[src/alu_flag_pkg.sv]
/*
  Result side definitions for the integer ALU.
  Flag word layout, the carry and signed overflow tap words that the
  adder hands to the retire stage, and the 64-bit data word.
*/
`default_nettype none

package alu_flag_pkg;

  typedef logic [63:0] data_t;

  // flag word, C at the top down to P at bit 0
  typedef logic [5:0] flags_t;

  localparam int flag_c = 5;
  localparam int flag_o = 4;
  localparam int flag_a = 3;
  localparam int flag_s = 2;
  localparam int flag_z = 1;
  localparam int flag_p = 0;

  // carry out of bit 3, 7, 15, 31, 63 in index order
  typedef logic [4:0] carry_taps_t;

  // signed overflow at 8, 16, 32, 64 bits, indexed by width code
  typedef logic [3:0] ovf_taps_t;

endpackage

`default_nettype wire

[src/alu_op_pkg.sv]
/*
  Instruction side definitions for the integer ALU.
  Holds the operation word with its plain and conditional views, the
  8-bit opcode map, the condition codes and the decode helpers that
  the execute units and the retire stage share.
*/
`default_nettype none

package alu_op_pkg;

  // one 13-bit word, read through one of two views
  typedef union packed {
    struct packed {
      logic       no_flags;
      logic       reserved;
      logic [2:0] modifier;
      logic [7:0] code;
    } plain;
    struct packed {
      logic       no_flags;
      logic       reserved;
      logic [2:0] cond_sel;
      logic [6:0] code_hi;
      logic       invert;
    } cond;
  } op_word_t;

  typedef logic [3:0] cond_t; // {cond_sel, invert}

  typedef enum logic [2:0] {arith, logic_op, move, cond_op, lahf, illegal} op_class_t;

  // width codes, also the index of the overflow tap
  localparam logic [1:0] width_8  = 2'd0;
  localparam logic [1:0] width_16 = 2'd1;
  localparam logic [1:0] width_32 = 2'd2;
  localparam logic [1:0] width_64 = 2'd3;

  localparam logic [7:0] op_add64  = 8'h00;
  localparam logic [7:0] op_sub64  = 8'h01;
  localparam logic [7:0] op_add32  = 8'h02;
  localparam logic [7:0] op_sub32  = 8'h03;
  localparam logic [7:0] op_cmp16  = 8'h04;
  localparam logic [7:0] op_cmp8   = 8'h05;
  localparam logic [7:0] op_and64  = 8'h08;
  localparam logic [7:0] op_and32  = 8'h09;
  localparam logic [7:0] op_or64   = 8'h0a;
  localparam logic [7:0] op_or32   = 8'h0b;
  localparam logic [7:0] op_xor64  = 8'h0c;
  localparam logic [7:0] op_xor32  = 8'h0d;
  localparam logic [7:0] op_xnor64 = 8'h0e;
  localparam logic [7:0] op_xnor32 = 8'h0f;
  localparam logic [7:0] op_mov64  = 8'h10;
  localparam logic [7:0] op_mov32  = 8'h11;
  localparam logic [7:0] op_zxt8   = 8'h12;
  localparam logic [7:0] op_zxt16  = 8'h13;
  localparam logic [7:0] op_sxt8   = 8'h14;
  localparam logic [7:0] op_sxt16  = 8'h15;
  localparam logic [7:0] op_sxt32  = 8'h16;
  // conditional ops are even, the inverted form is code + 1
  localparam logic [7:0] op_cmov64 = 8'h20;
  localparam logic [7:0] op_cmov32 = 8'h22;
  localparam logic [7:0] op_cset   = 8'h24;
  localparam logic [7:0] op_csand  = 8'h26;
  localparam logic [7:0] op_csor   = 8'h28;
  localparam logic [7:0] op_lahf   = 8'h30;

  localparam cond_t cond_z   = 4'd0;
  localparam cond_t cond_nz  = 4'd1;
  localparam cond_t cond_s   = 4'd2;
  localparam cond_t cond_ns  = 4'd3;
  localparam cond_t cond_ugt = 4'd4;
  localparam cond_t cond_ule = 4'd5;
  localparam cond_t cond_uge = 4'd6;
  localparam cond_t cond_ult = 4'd7;
  localparam cond_t cond_sgt = 4'd8;
  localparam cond_t cond_sle = 4'd9;
  localparam cond_t cond_sge = 4'd10;
  localparam cond_t cond_slt = 4'd11;
  localparam cond_t cond_o   = 4'd12;
  localparam cond_t cond_no  = 4'd13;
  localparam cond_t cond_p   = 4'd14;
  localparam cond_t cond_np  = 4'd15;

  function automatic op_class_t op_class(input op_word_t op, output logic [1:0] width);
    op_class_t cls;
    case (op.plain.code)
      op_add64, op_sub64, op_add32, op_sub32, op_cmp16, op_cmp8: cls = arith;
      op_and64, op_and32, op_or64, op_or32, op_xor64, op_xor32, op_xnor64, op_xnor32:
        cls = logic_op;
      op_mov64, op_mov32, op_zxt8, op_zxt16, op_sxt8, op_sxt16, op_sxt32: cls = move;
      op_lahf: cls = lahf;
      default: cls = illegal;
    endcase
    if (op.cond.code_hi inside {op_cmov64[7:1], op_cmov32[7:1], op_cset[7:1],
                                op_csand[7:1], op_csor[7:1]})
      cls = cond_op;
    case (op.plain.code)
      op_add32, op_sub32, op_and32, op_or32, op_xor32, op_xnor32, op_mov32: width = width_32;
      op_cmp16: width = width_16;
      op_cmp8: width = width_8;
      default: width = width_64;
    endcase
    if (op.cond.code_hi == op_cmov32[7:1])
      width = width_32;
    if (op.plain.reserved) begin // reserved bit kills the op
      cls = illegal;
      width = width_64;
    end
    return cls;
  endfunction

  // subtract mode of the adder, compares included
  function automatic logic op_is_sub(input op_word_t op);
    return !op.plain.reserved && (op.plain.code inside {op_sub64, op_sub32, op_cmp16, op_cmp8});
  endfunction

endpackage

`default_nettype wire

[src/alu_stage_if.sv]
/*
  Execute cycle bundle between the adder, the result mux and the
  retire stage. Purely combinational; everything on it is valid in the
  cycle the op is accepted and gets registered by the retire stage.
*/
`default_nettype none

interface alu_stage_if import alu_flag_pkg::*; ();

  data_t       sum;        // raw adder output
  carry_taps_t carry_taps;
  ovf_taps_t   ovf_taps;
  data_t       result;     // selected execute result

  modport arith (
    output sum,
    output carry_taps,
    output ovf_taps
  );

  modport select (
    input  sum,
    output result
  );

  modport retire (
    input result,
    input carry_taps,
    input ovf_taps
  );

endinterface

`default_nettype wire

[src/add_sub_unit.sv]
/*
  64-bit adder-subtractor of the execute cycle.
  Subtract is a + ~b + 1. The chain is cut at bits 3, 7, 15 and 31 so
  every carry and signed overflow tap comes out at once, and the retire
  stage only has to pick the one for the op width.
*/
`default_nettype none

module add_sub_unit import alu_op_pkg::*, alu_flag_pkg::*; (
  input  op_word_t    op,
  input  data_t       a,
  input  data_t       b,
  alu_stage_if.arith  stage
);

  logic        sub;
  data_t       b_eff;
  data_t       sum;
  carry_taps_t cy;

  assign sub   = op_is_sub(op);
  assign b_eff = sub ? ~b : b;

  // segmented carry chain
  assign {cy[0], sum[3:0]}   = {1'b0, a[3:0]} + {1'b0, b_eff[3:0]} + {4'b0, sub};
  assign {cy[1], sum[7:4]}   = {1'b0, a[7:4]} + {1'b0, b_eff[7:4]} + {4'b0, cy[0]};
  assign {cy[2], sum[15:8]}  = {1'b0, a[15:8]} + {1'b0, b_eff[15:8]} + {8'b0, cy[1]};
  assign {cy[3], sum[31:16]} = {1'b0, a[31:16]} + {1'b0, b_eff[31:16]} + {16'b0, cy[2]};
  assign {cy[4], sum[63:32]} = {1'b0, a[63:32]} + {1'b0, b_eff[63:32]} + {32'b0, cy[3]};

  assign stage.sum        = sum;
  assign stage.carry_taps = cy;

  // overflow when both addends share a sign the sum lacks
  assign stage.ovf_taps[0] = (a[7] == (b[7] ^ sub)) && (sum[7] != a[7]);
  assign stage.ovf_taps[1] = (a[15] == (b[15] ^ sub)) && (sum[15] != a[15]);
  assign stage.ovf_taps[2] = (a[31] == (b[31] ^ sub)) && (sum[31] != a[31]);
  assign stage.ovf_taps[3] = (a[63] == (b[63] ^ sub)) && (sum[63] != a[63]);

endmodule

`default_nettype wire

[src/alu_top.sv]
/*
  One-stage pipelined 64-bit integer ALU.
  An op is taken on every rising edge with in_valid high; its result,
  flags and flags_we come out with out_valid exactly one cycle later.
  No back-pressure, so two ops can be in flight at once.
*/
`default_nettype none

module alu_top import alu_op_pkg::*, alu_flag_pkg::*; (
  input  logic     clk,
  input  logic     rst,
  input  logic     in_valid,
  input  op_word_t op,
  input  data_t    a,
  input  data_t    b,
  input  flags_t   flags_in,
  output logic     out_valid,
  output data_t    result,
  output flags_t   flags_out,
  output logic     flags_we
);

  logic taken;

  alu_stage_if stage ();

  cond_eval u_cond (
    .flags (flags_in),
    .cond  ({op.cond.cond_sel, op.cond.invert}),
    .taken (taken)
  );

  add_sub_unit u_add_sub (
    .op    (op),
    .a     (a),
    .b     (b),
    .stage (stage)
  );

  logic_move_unit u_logic_move (
    .op    (op),
    .a     (a),
    .b     (b),
    .taken (taken),
    .stage (stage)
  );

  flag_gen u_flag_gen (
    .clk       (clk),
    .rst       (rst),
    .in_valid  (in_valid),
    .op        (op),
    .a_low     (a[5:0]), // lahf source
    .stage     (stage),
    .out_valid (out_valid),
    .result    (result),
    .flags_out (flags_out),
    .flags_we  (flags_we)
  );

endmodule

`default_nettype wire

[src/cond_eval.sv]
/*
  Condition code evaluator.
  Tests one of the sixteen condition codes against the incoming flag
  word; the taken bit steers cmov and the conditional set ops.
*/
`default_nettype none

module cond_eval import alu_op_pkg::*, alu_flag_pkg::*; (
  input  flags_t flags,
  input  cond_t  cond,
  output logic   taken
);

  logic c;
  logic o;
  logic s;
  logic z;
  logic p;

  assign c = flags[flag_c];
  assign o = flags[flag_o];
  assign s = flags[flag_s];
  assign z = flags[flag_z];
  assign p = flags[flag_p];

  // odd codes invert the even one above them
  always_comb begin
    case (cond)
      cond_z:   taken = z;
      cond_nz:  taken = !z;
      cond_s:   taken = s;
      cond_ns:  taken = !s;
      cond_ugt: taken = c && !z;
      cond_ule: taken = !c || z;
      cond_uge: taken = c;
      cond_ult: taken = !c;
      cond_sgt: taken = (s == o) && !z;
      cond_sle: taken = (s != o) || z;
      cond_sge: taken = (s == o);
      cond_slt: taken = (s != o);
      cond_o:   taken = o;
      cond_no:  taken = !o;
      cond_p:   taken = p;
      cond_np:  taken = !p;
      default:  taken = 1'b0;
    endcase
  end

endmodule

`default_nettype wire

[src/flag_gen.sv]
/*
  Retire stage of the ALU.
  Captures the accepted op, its result and the adder taps on the accept
  edge, then forms the flag word and the output strobes one cycle
  later. flags_we marks ops that update flags; flags_out is zero
  whenever it is low.
*/
`default_nettype none

module flag_gen import alu_op_pkg::*, alu_flag_pkg::*; (
  input  logic        clk,
  input  logic        rst,
  input  logic        in_valid,
  input  op_word_t    op,
  input  flags_t      a_low,
  alu_stage_if.retire stage,
  output logic        out_valid,
  output data_t       result,
  output flags_t      flags_out,
  output logic        flags_we
);

  logic        valid_q;
  op_word_t    op_q;
  data_t       result_q;
  flags_t      a_low_q;
  carry_taps_t carry_q;
  ovf_taps_t   ovf_q;
  op_class_t   cls;
  logic [1:0]  width;
  logic        sub;
  logic        sign;
  logic        zero;
  flags_t      f;

  always_ff @(posedge clk) begin
    if (rst) begin
      valid_q  <= 1'b0;
      op_q     <= '0;
      result_q <= '0;
    end else begin
      valid_q <= in_valid;
      if (in_valid) begin
        op_q     <= op;
        result_q <= stage.result;
      end
    end
  end

  always_ff @(posedge clk) begin
    if (in_valid) begin
      a_low_q <= a_low;
      carry_q <= stage.carry_taps;
      ovf_q   <= stage.ovf_taps;
    end
  end

  always_comb begin
    cls = op_class(op_q, width);
    sub = op_is_sub(op_q);
    case (width) // sign and zero over the op width
      width_8: begin
        sign = result_q[7];
        zero = (result_q[7:0] == 8'b0);
      end
      width_16: begin
        sign = result_q[15];
        zero = (result_q[15:0] == 16'b0);
      end
      width_32: begin
        sign = result_q[31];
        zero = (result_q[31:0] == 32'b0);
      end
      default: begin
        sign = result_q[63];
        zero = (result_q == 64'b0);
      end
    endcase

    f = '0; // P is never computed
    case (cls)
      arith: begin
        f[flag_c] = carry_q[{1'b0, width} + 3'd1];
        f[flag_o] = ovf_q[width];
        f[flag_a] = carry_q[0] ^ sub; // nibble borrow on subtract
        f[flag_s] = sign;
        f[flag_z] = zero;
      end
      logic_op: begin
        f[flag_s] = sign;
        f[flag_z] = zero;
      end
      lahf:    f = a_low_q;
      default: f = '0;
    endcase

    flags_we  = valid_q && (cls inside {arith, logic_op, lahf}) && !op_q.plain.no_flags;
    flags_out = flags_we ? f : '0;
  end

  assign out_valid = valid_q;
  assign result    = result_q;

endmodule

`default_nettype wire

[src/logic_move_unit.sv]
/*
  Logic, move and conditional ops plus the final result mux.
  Takes the adder sum off the stage bundle, builds the bitwise, move,
  extend and conditional results and drives the selected one back.
  32-bit forms come out with the upper half cleared.
*/
`default_nettype none

module logic_move_unit import alu_op_pkg::*, alu_flag_pkg::*; (
  input  op_word_t    op,
  input  data_t       a,
  input  data_t       b,
  input  logic        taken,
  alu_stage_if.select stage
);

  op_class_t  cls;
  logic [1:0] width;
  data_t      logic_res;
  data_t      move_res;
  data_t      cond_res;
  data_t      full;

  always_comb begin
    cls = op_class(op, width);
  end

  always_comb begin
    case (op.plain.code)
      op_and64, op_and32:   logic_res = a & b;
      op_or64, op_or32:     logic_res = a | b;
      op_xor64, op_xor32:   logic_res = a ^ b;
      op_xnor64, op_xnor32: logic_res = ~(a ^ b);
      default:              logic_res = '0;
    endcase
  end

  // moves and extends all take operand b
  always_comb begin
    case (op.plain.code)
      op_mov64, op_mov32: move_res = b;
      op_zxt8:            move_res = {56'b0, b[7:0]};
      op_zxt16:           move_res = {48'b0, b[15:0]};
      op_sxt8:            move_res = {{56{b[7]}}, b[7:0]};
      op_sxt16:           move_res = {{48{b[15]}}, b[15:0]};
      op_sxt32:           move_res = {{32{b[31]}}, b[31:0]};
      default:            move_res = '0;
    endcase
  end

  // inverted forms only flip the condition, decoded upstream
  always_comb begin
    case (op.cond.code_hi)
      op_cmov64[7:1], op_cmov32[7:1]: cond_res = taken ? b : a;
      op_cset[7:1]:                   cond_res = {63'b0, taken};
      op_csand[7:1]:                  cond_res = {63'b0, taken & a[0]};
      op_csor[7:1]:                   cond_res = {63'b0, taken | a[0]};
      default:                        cond_res = '0;
    endcase
  end

  always_comb begin
    case (cls)
      arith:    full = stage.sum; // compares keep the whole difference
      logic_op: full = logic_res;
      move:     full = move_res;
      cond_op:  full = cond_res;
      default:  full = '0; // lahf, illegal
    endcase
    if (width == width_32)
      stage.result = {32'b0, full[31:0]};
    else
      stage.result = full;
  end

endmodule

`default_nettype wire

[config.mk]
export PLATFORM = sky130hd
export DESIGN_NAME = alu_top
export DESIGN_NICKNAME = d
export VERILOG_FILES = /design/src/alu_flag_pkg.sv /design/src/alu_op_pkg.sv /design/src/alu_stage_if.sv /design/src/add_sub_unit.sv /design/src/alu_top.sv /design/src/cond_eval.sv /design/src/flag_gen.sv /design/src/logic_move_unit.sv
export SDC_FILE = /design/constraint.sdc
export NUM_CORES = 1
export LEC_CHECK = 0
export BUFFER_PORTS_ARGS = -buffer_cell sky130_fd_sc_hd__clkbuf_2
export CELL_PAD_IN_SITES_DETAIL_PLACEMENT = 0
export CELL_PAD_IN_SITES_GLOBAL_PLACEMENT = 1
export CORE_AREA = 2 2 259 185
export DETAILED_ROUTE_END_ITERATION = 8
export DIE_AREA = 0 0 261 187
export GPL_TIMING_DRIVEN = 0
export PLACE_DENSITY = 0.65
export SYNTH_ARGS = -nofsm -noshare
export SYNTH_HDL_FRONTEND = slang
export SYNTH_SLANG_ARGS = --single-unit
[constraint.sdc]
create_clock -name clk -period 16.7 [get_ports clk]
set_clock_uncertainty 0.1 [all_clocks]
set_input_delay 3.34 -clock clk [delete_from_list [all_inputs] [get_ports clk]]
set_output_delay 3.34 -clock clk [all_outputs]
set_load 0.01 [all_outputs]
==> results.yml <==
global_route:
  grt_pass1_wl_um: 94900
  grt_max_degree: 19
  antenna_found_initial: 1
  grt_overflow_total: 0
  grt_pass1_vias: 14207
  grt_usage_pct: 26.7
finish:
  drive_gt1_share_pct: 15.4
  area_growth_pct: 15.7
  nFillCells: 5077
  finalInstanceArea_um2: 15900
  fin_cells: 2675
  finalNetCount: 2399
yosys:
  syn_nets: 2170
  ys_types: 74
  synth_edf_count: 15
  synth_area_um2: 13800
  synth_compound_area_share_pct: 26.8
  synth_top_cells_by_count: "ha_1 (192), inv_1 (190), a21oi_1 (186)"
  synth_cells: 1819
  synth_xor_area_share_pct: 7.25
  async_reset_ff_share_pct: 0
  synth_area_leader_cell: "ha_1"
  ys_top_cells_by_area: "ha_1 (17%), dfxtp_1 (12%), mux2i_1 (6.8%)"
  yosys.area_share.adder_pct: 18.8
  synth_top_family_by_area: "compound AO/OA/AOI/OAI gates"
  synthFlopType: "dfxtp_1"
  yosys.area_share.simple_pct: 13.4
  synth.top_cell.area_share_pct: 17.5
  synth.avg_cell_area_um2: 7.57
  synthMuxAreaShare_pct: 10.4
  ys_warn_count: 0
  synth_most_common_cell: "ha_1"
  seq_area_frac_synth_pct: 14.9
  ys_ff_latch: 95
cts:
  cts_sinks: 95
  cts_max_level: 3
  clk_pin_slew_worst_paths_ps: 80
  cts_buffers: 9
  tritoncts: "built"
  post_cts_buffers: 0
  root_buffer: "clkbuf_16"
  clockBufferDepth: 2
  post_cts_resized: 0
  clock_latency_ps: 390
  ctsHoldBuffers: 0
setup_path:
  path_class: "primary input to register"
  slowest_delay_ps: 730
  r2r_slack_ps: 15100
  crit_start: "op[0]"
  critPathCaptureType: "register"
  cp.required_ps: 16730
  slowest_stage: "o2111a_1"
  r2r-start: "u_flag_gen.op_q[2]$_SDFFE_PP0P_"
  r2r_cells: 7
  critPathMaxFanout: 10
  crit_top_cell: "fa_1"
  cp.arrival_ps: 16150
  crit_path_start_kind: "primary input"
timing:
  period_share_pct: 96.5
  layout_min_cycle_time_ps: 16120
  report.final.slew_viol_count: 0
  worst_pin_slew_ps: 1460
  hold_slack_ps: 392
  hold_viol: 0
  setup_viol: 0
  rsz0062_at_grt: "no"
  layout_setup_ws_ps: 583
  max-slew-margin-rel_pct: 2.77
  fmax_ghz: 0.0620
  tns_ps: 0
worst_hold_path:
  holdPathEnd: "u_flag_gen.result[21]$_SDFFE_PP0P_"
  min_delay_path_depth: 2
  hold_path.startpoint: "u_flag_gen.result[21]$_SDFFE_PP0P_"
  hp-class: "register to register"
placed_design:
  numPortBuffers: 219
  dpl_cell_area_um2: 15600
  gp_congestion: 0.944
  dp_slack_ps: 27.0
  placedCellCount: 2659
  hpwl_um: 50700
pwr:
  clkPwrFrac_pct: 27.0
  p_switching_mw: 0.359
  pwr-share-seq_pct: 28.7
  leakagePower_nw: 7.21
  power.density_nw_per_um2: 53.1
  cell_internal_pwr_mw: 0.486
  comb_power_share_pct: 44.2
  swShare_pct: 42.5
  vdd.ir_drop.worst_v: 0.0000436
run:
  maxCapViolCount: 0
floorplan:
  die_area_um2: 48800
  io_pins: 222
  core_area_um2: 46800
  start_util_pct: 29.4
  fp.dieW_um: 261
  row_count: 67
  die-height_um: 187
detailed_routing:
  drc_errors: 0
  routedWlPerCell_um: 24.8
  drt_pass1_iterations: 6
  via_per_inst: 5.63
  wl_met3_um: 7030
  ant_nets: 0
  wirelength_um: 66400
  first_iter_violations: 1569
  vias: 15057
  top_layer: "met5"
  wl_met2_um: 27800
  wirelength_met1_um: 29400
run_status:
  outcome: "finished, final reports clean"
## critical path, delay by kind of cell
| kind | cells | cell delay [ps] |
|---|---|---|
| AOI/OAI and AO/OA | 23 | 6730 |
| xor gates and xnor gates | 1 | 190 |
| adders and majority gates | 8 | 3220 |
| buffers and inverters | 6 | 1490 |
| muxes | 1 | 350 |
| and+or+nand+nor | 5 | 790 |
## cell usage in the layout, fill, tap and decap left out, types with 16 or more instances in the layout
| cell | count |
|---|---|
| clkbuf_2 | 221 |
| nor2b_1 | 41 |
| nand2_1 | 120 |
| xnor2_1 | 93 |
| buf_1 | 16 |
| mux2_2 | 42 |
| dfxtp_1 | 80 |
| clkbuf_1 | 69 |
| ha_1 | 192 |
| o221ai_1 | 46 |
| o211ai_1 | 23 |
| a22oi_1 | 34 |
| o21ai_0 | 109 |
| mux2i_1 | 94 |
| nor3_1 | 28 |
| inv_1 | 190 |
| nor2_1 | 124 |
| buf_2 | 19 |
| a211oi_1 | 42 |
| xor2_1 | 19 |
| a21oi_1 | 186 |
| nor4_1 | 18 |
| a21o_1 | 20 |
## area by class of cell
type | count | area (µm²) | share of cell area, %
sequential | 95 | 2050 | 12.9
antenna | 1 | 2.50 | 0.0157
tap | 621 | 777 | 4.88
timing repair buffer | 219 | 1100 | 6.88
clock inverter | 6 | 56.3 | 0.354
multi-input combinational | 1423 | 10500 | 66.2
inverter | 191 | 717 | 4.50
clock buffer | 10 | 229 | 1.44
buffer | 109 | 454 | 2.85
## layer usage
| layer | track usage, % | vias to the layer above |
|---|---|---|
| li1 | - | 6977 |
| met1 | 36.8 | 7207 |
| met2 | 39.6 | 754 |
| met3 | 7.71 | 117 |
| met4 | 9.11 | 2 |
| met5 | 0 | - |
## stage by stage
stage / utilization, % / power (mW)
after floorplan: - / 0.486
after global placement: 33.4 / 0.606
after detailed placement: 33.4 / 0.612
after CTS: 34.0 / 0.841
after global routing: 34.0 / 0.892
final: 34.0 / 0.846
## power groups by stage
stage,registers (mW),clock network (mW),logic [mW]
finish,0.243,0.229,0.374
global route,0.244,0.239,0.409
CTS,0.243,0.232,0.366
detailed placement,0.249,0,0.363
global placement,0.248,0,0.357
floorplan,0.247,0,0.239
## registers in the layout, summed over array words and instances, names as in the netlist, named ones only
| name | count |
|---|---|
| u_flag_gen.out_valid | 1 |
| u_flag_gen.ovf_q | 4 |
| u_flag_gen.result | 64 |
| u_flag_gen.op_q | 10 |
| u_flag_gen.carry_q | 5 |
| u_flag_gen.a_low_q | 6 |
## how the worst max path moves through the flow
stage	slack (ps)	to	depth (start not counted)
after CTS	400	u_flag_gen.ovf_q[3]$_DFFE_PP_	45
after detailed placement	30	u_flag_gen.ovf_q[3]$_DFFE_PP_	45
final	580	u_flag_gen.ovf_q[3]$_DFFE_PP_	44
after global routing	50	u_flag_gen.ovf_q[3]$_DFFE_PP_	44
after global placement	60	u_flag_gen.ovf_q[3]$_DFFE_PP_	45
after floorplan	3350	u_flag_gen.ovf_q[3]$_DFFE_PP_	45
## cells by family after synthesis
family / Yosys count
fa+ha+maj: 201
xor+xnor: 113
compound gates: 576
simple gates: 396
flops: 95
mux: 137
buf+inv: 301
No activity file was read; power rests on OpenSTA's default activity.
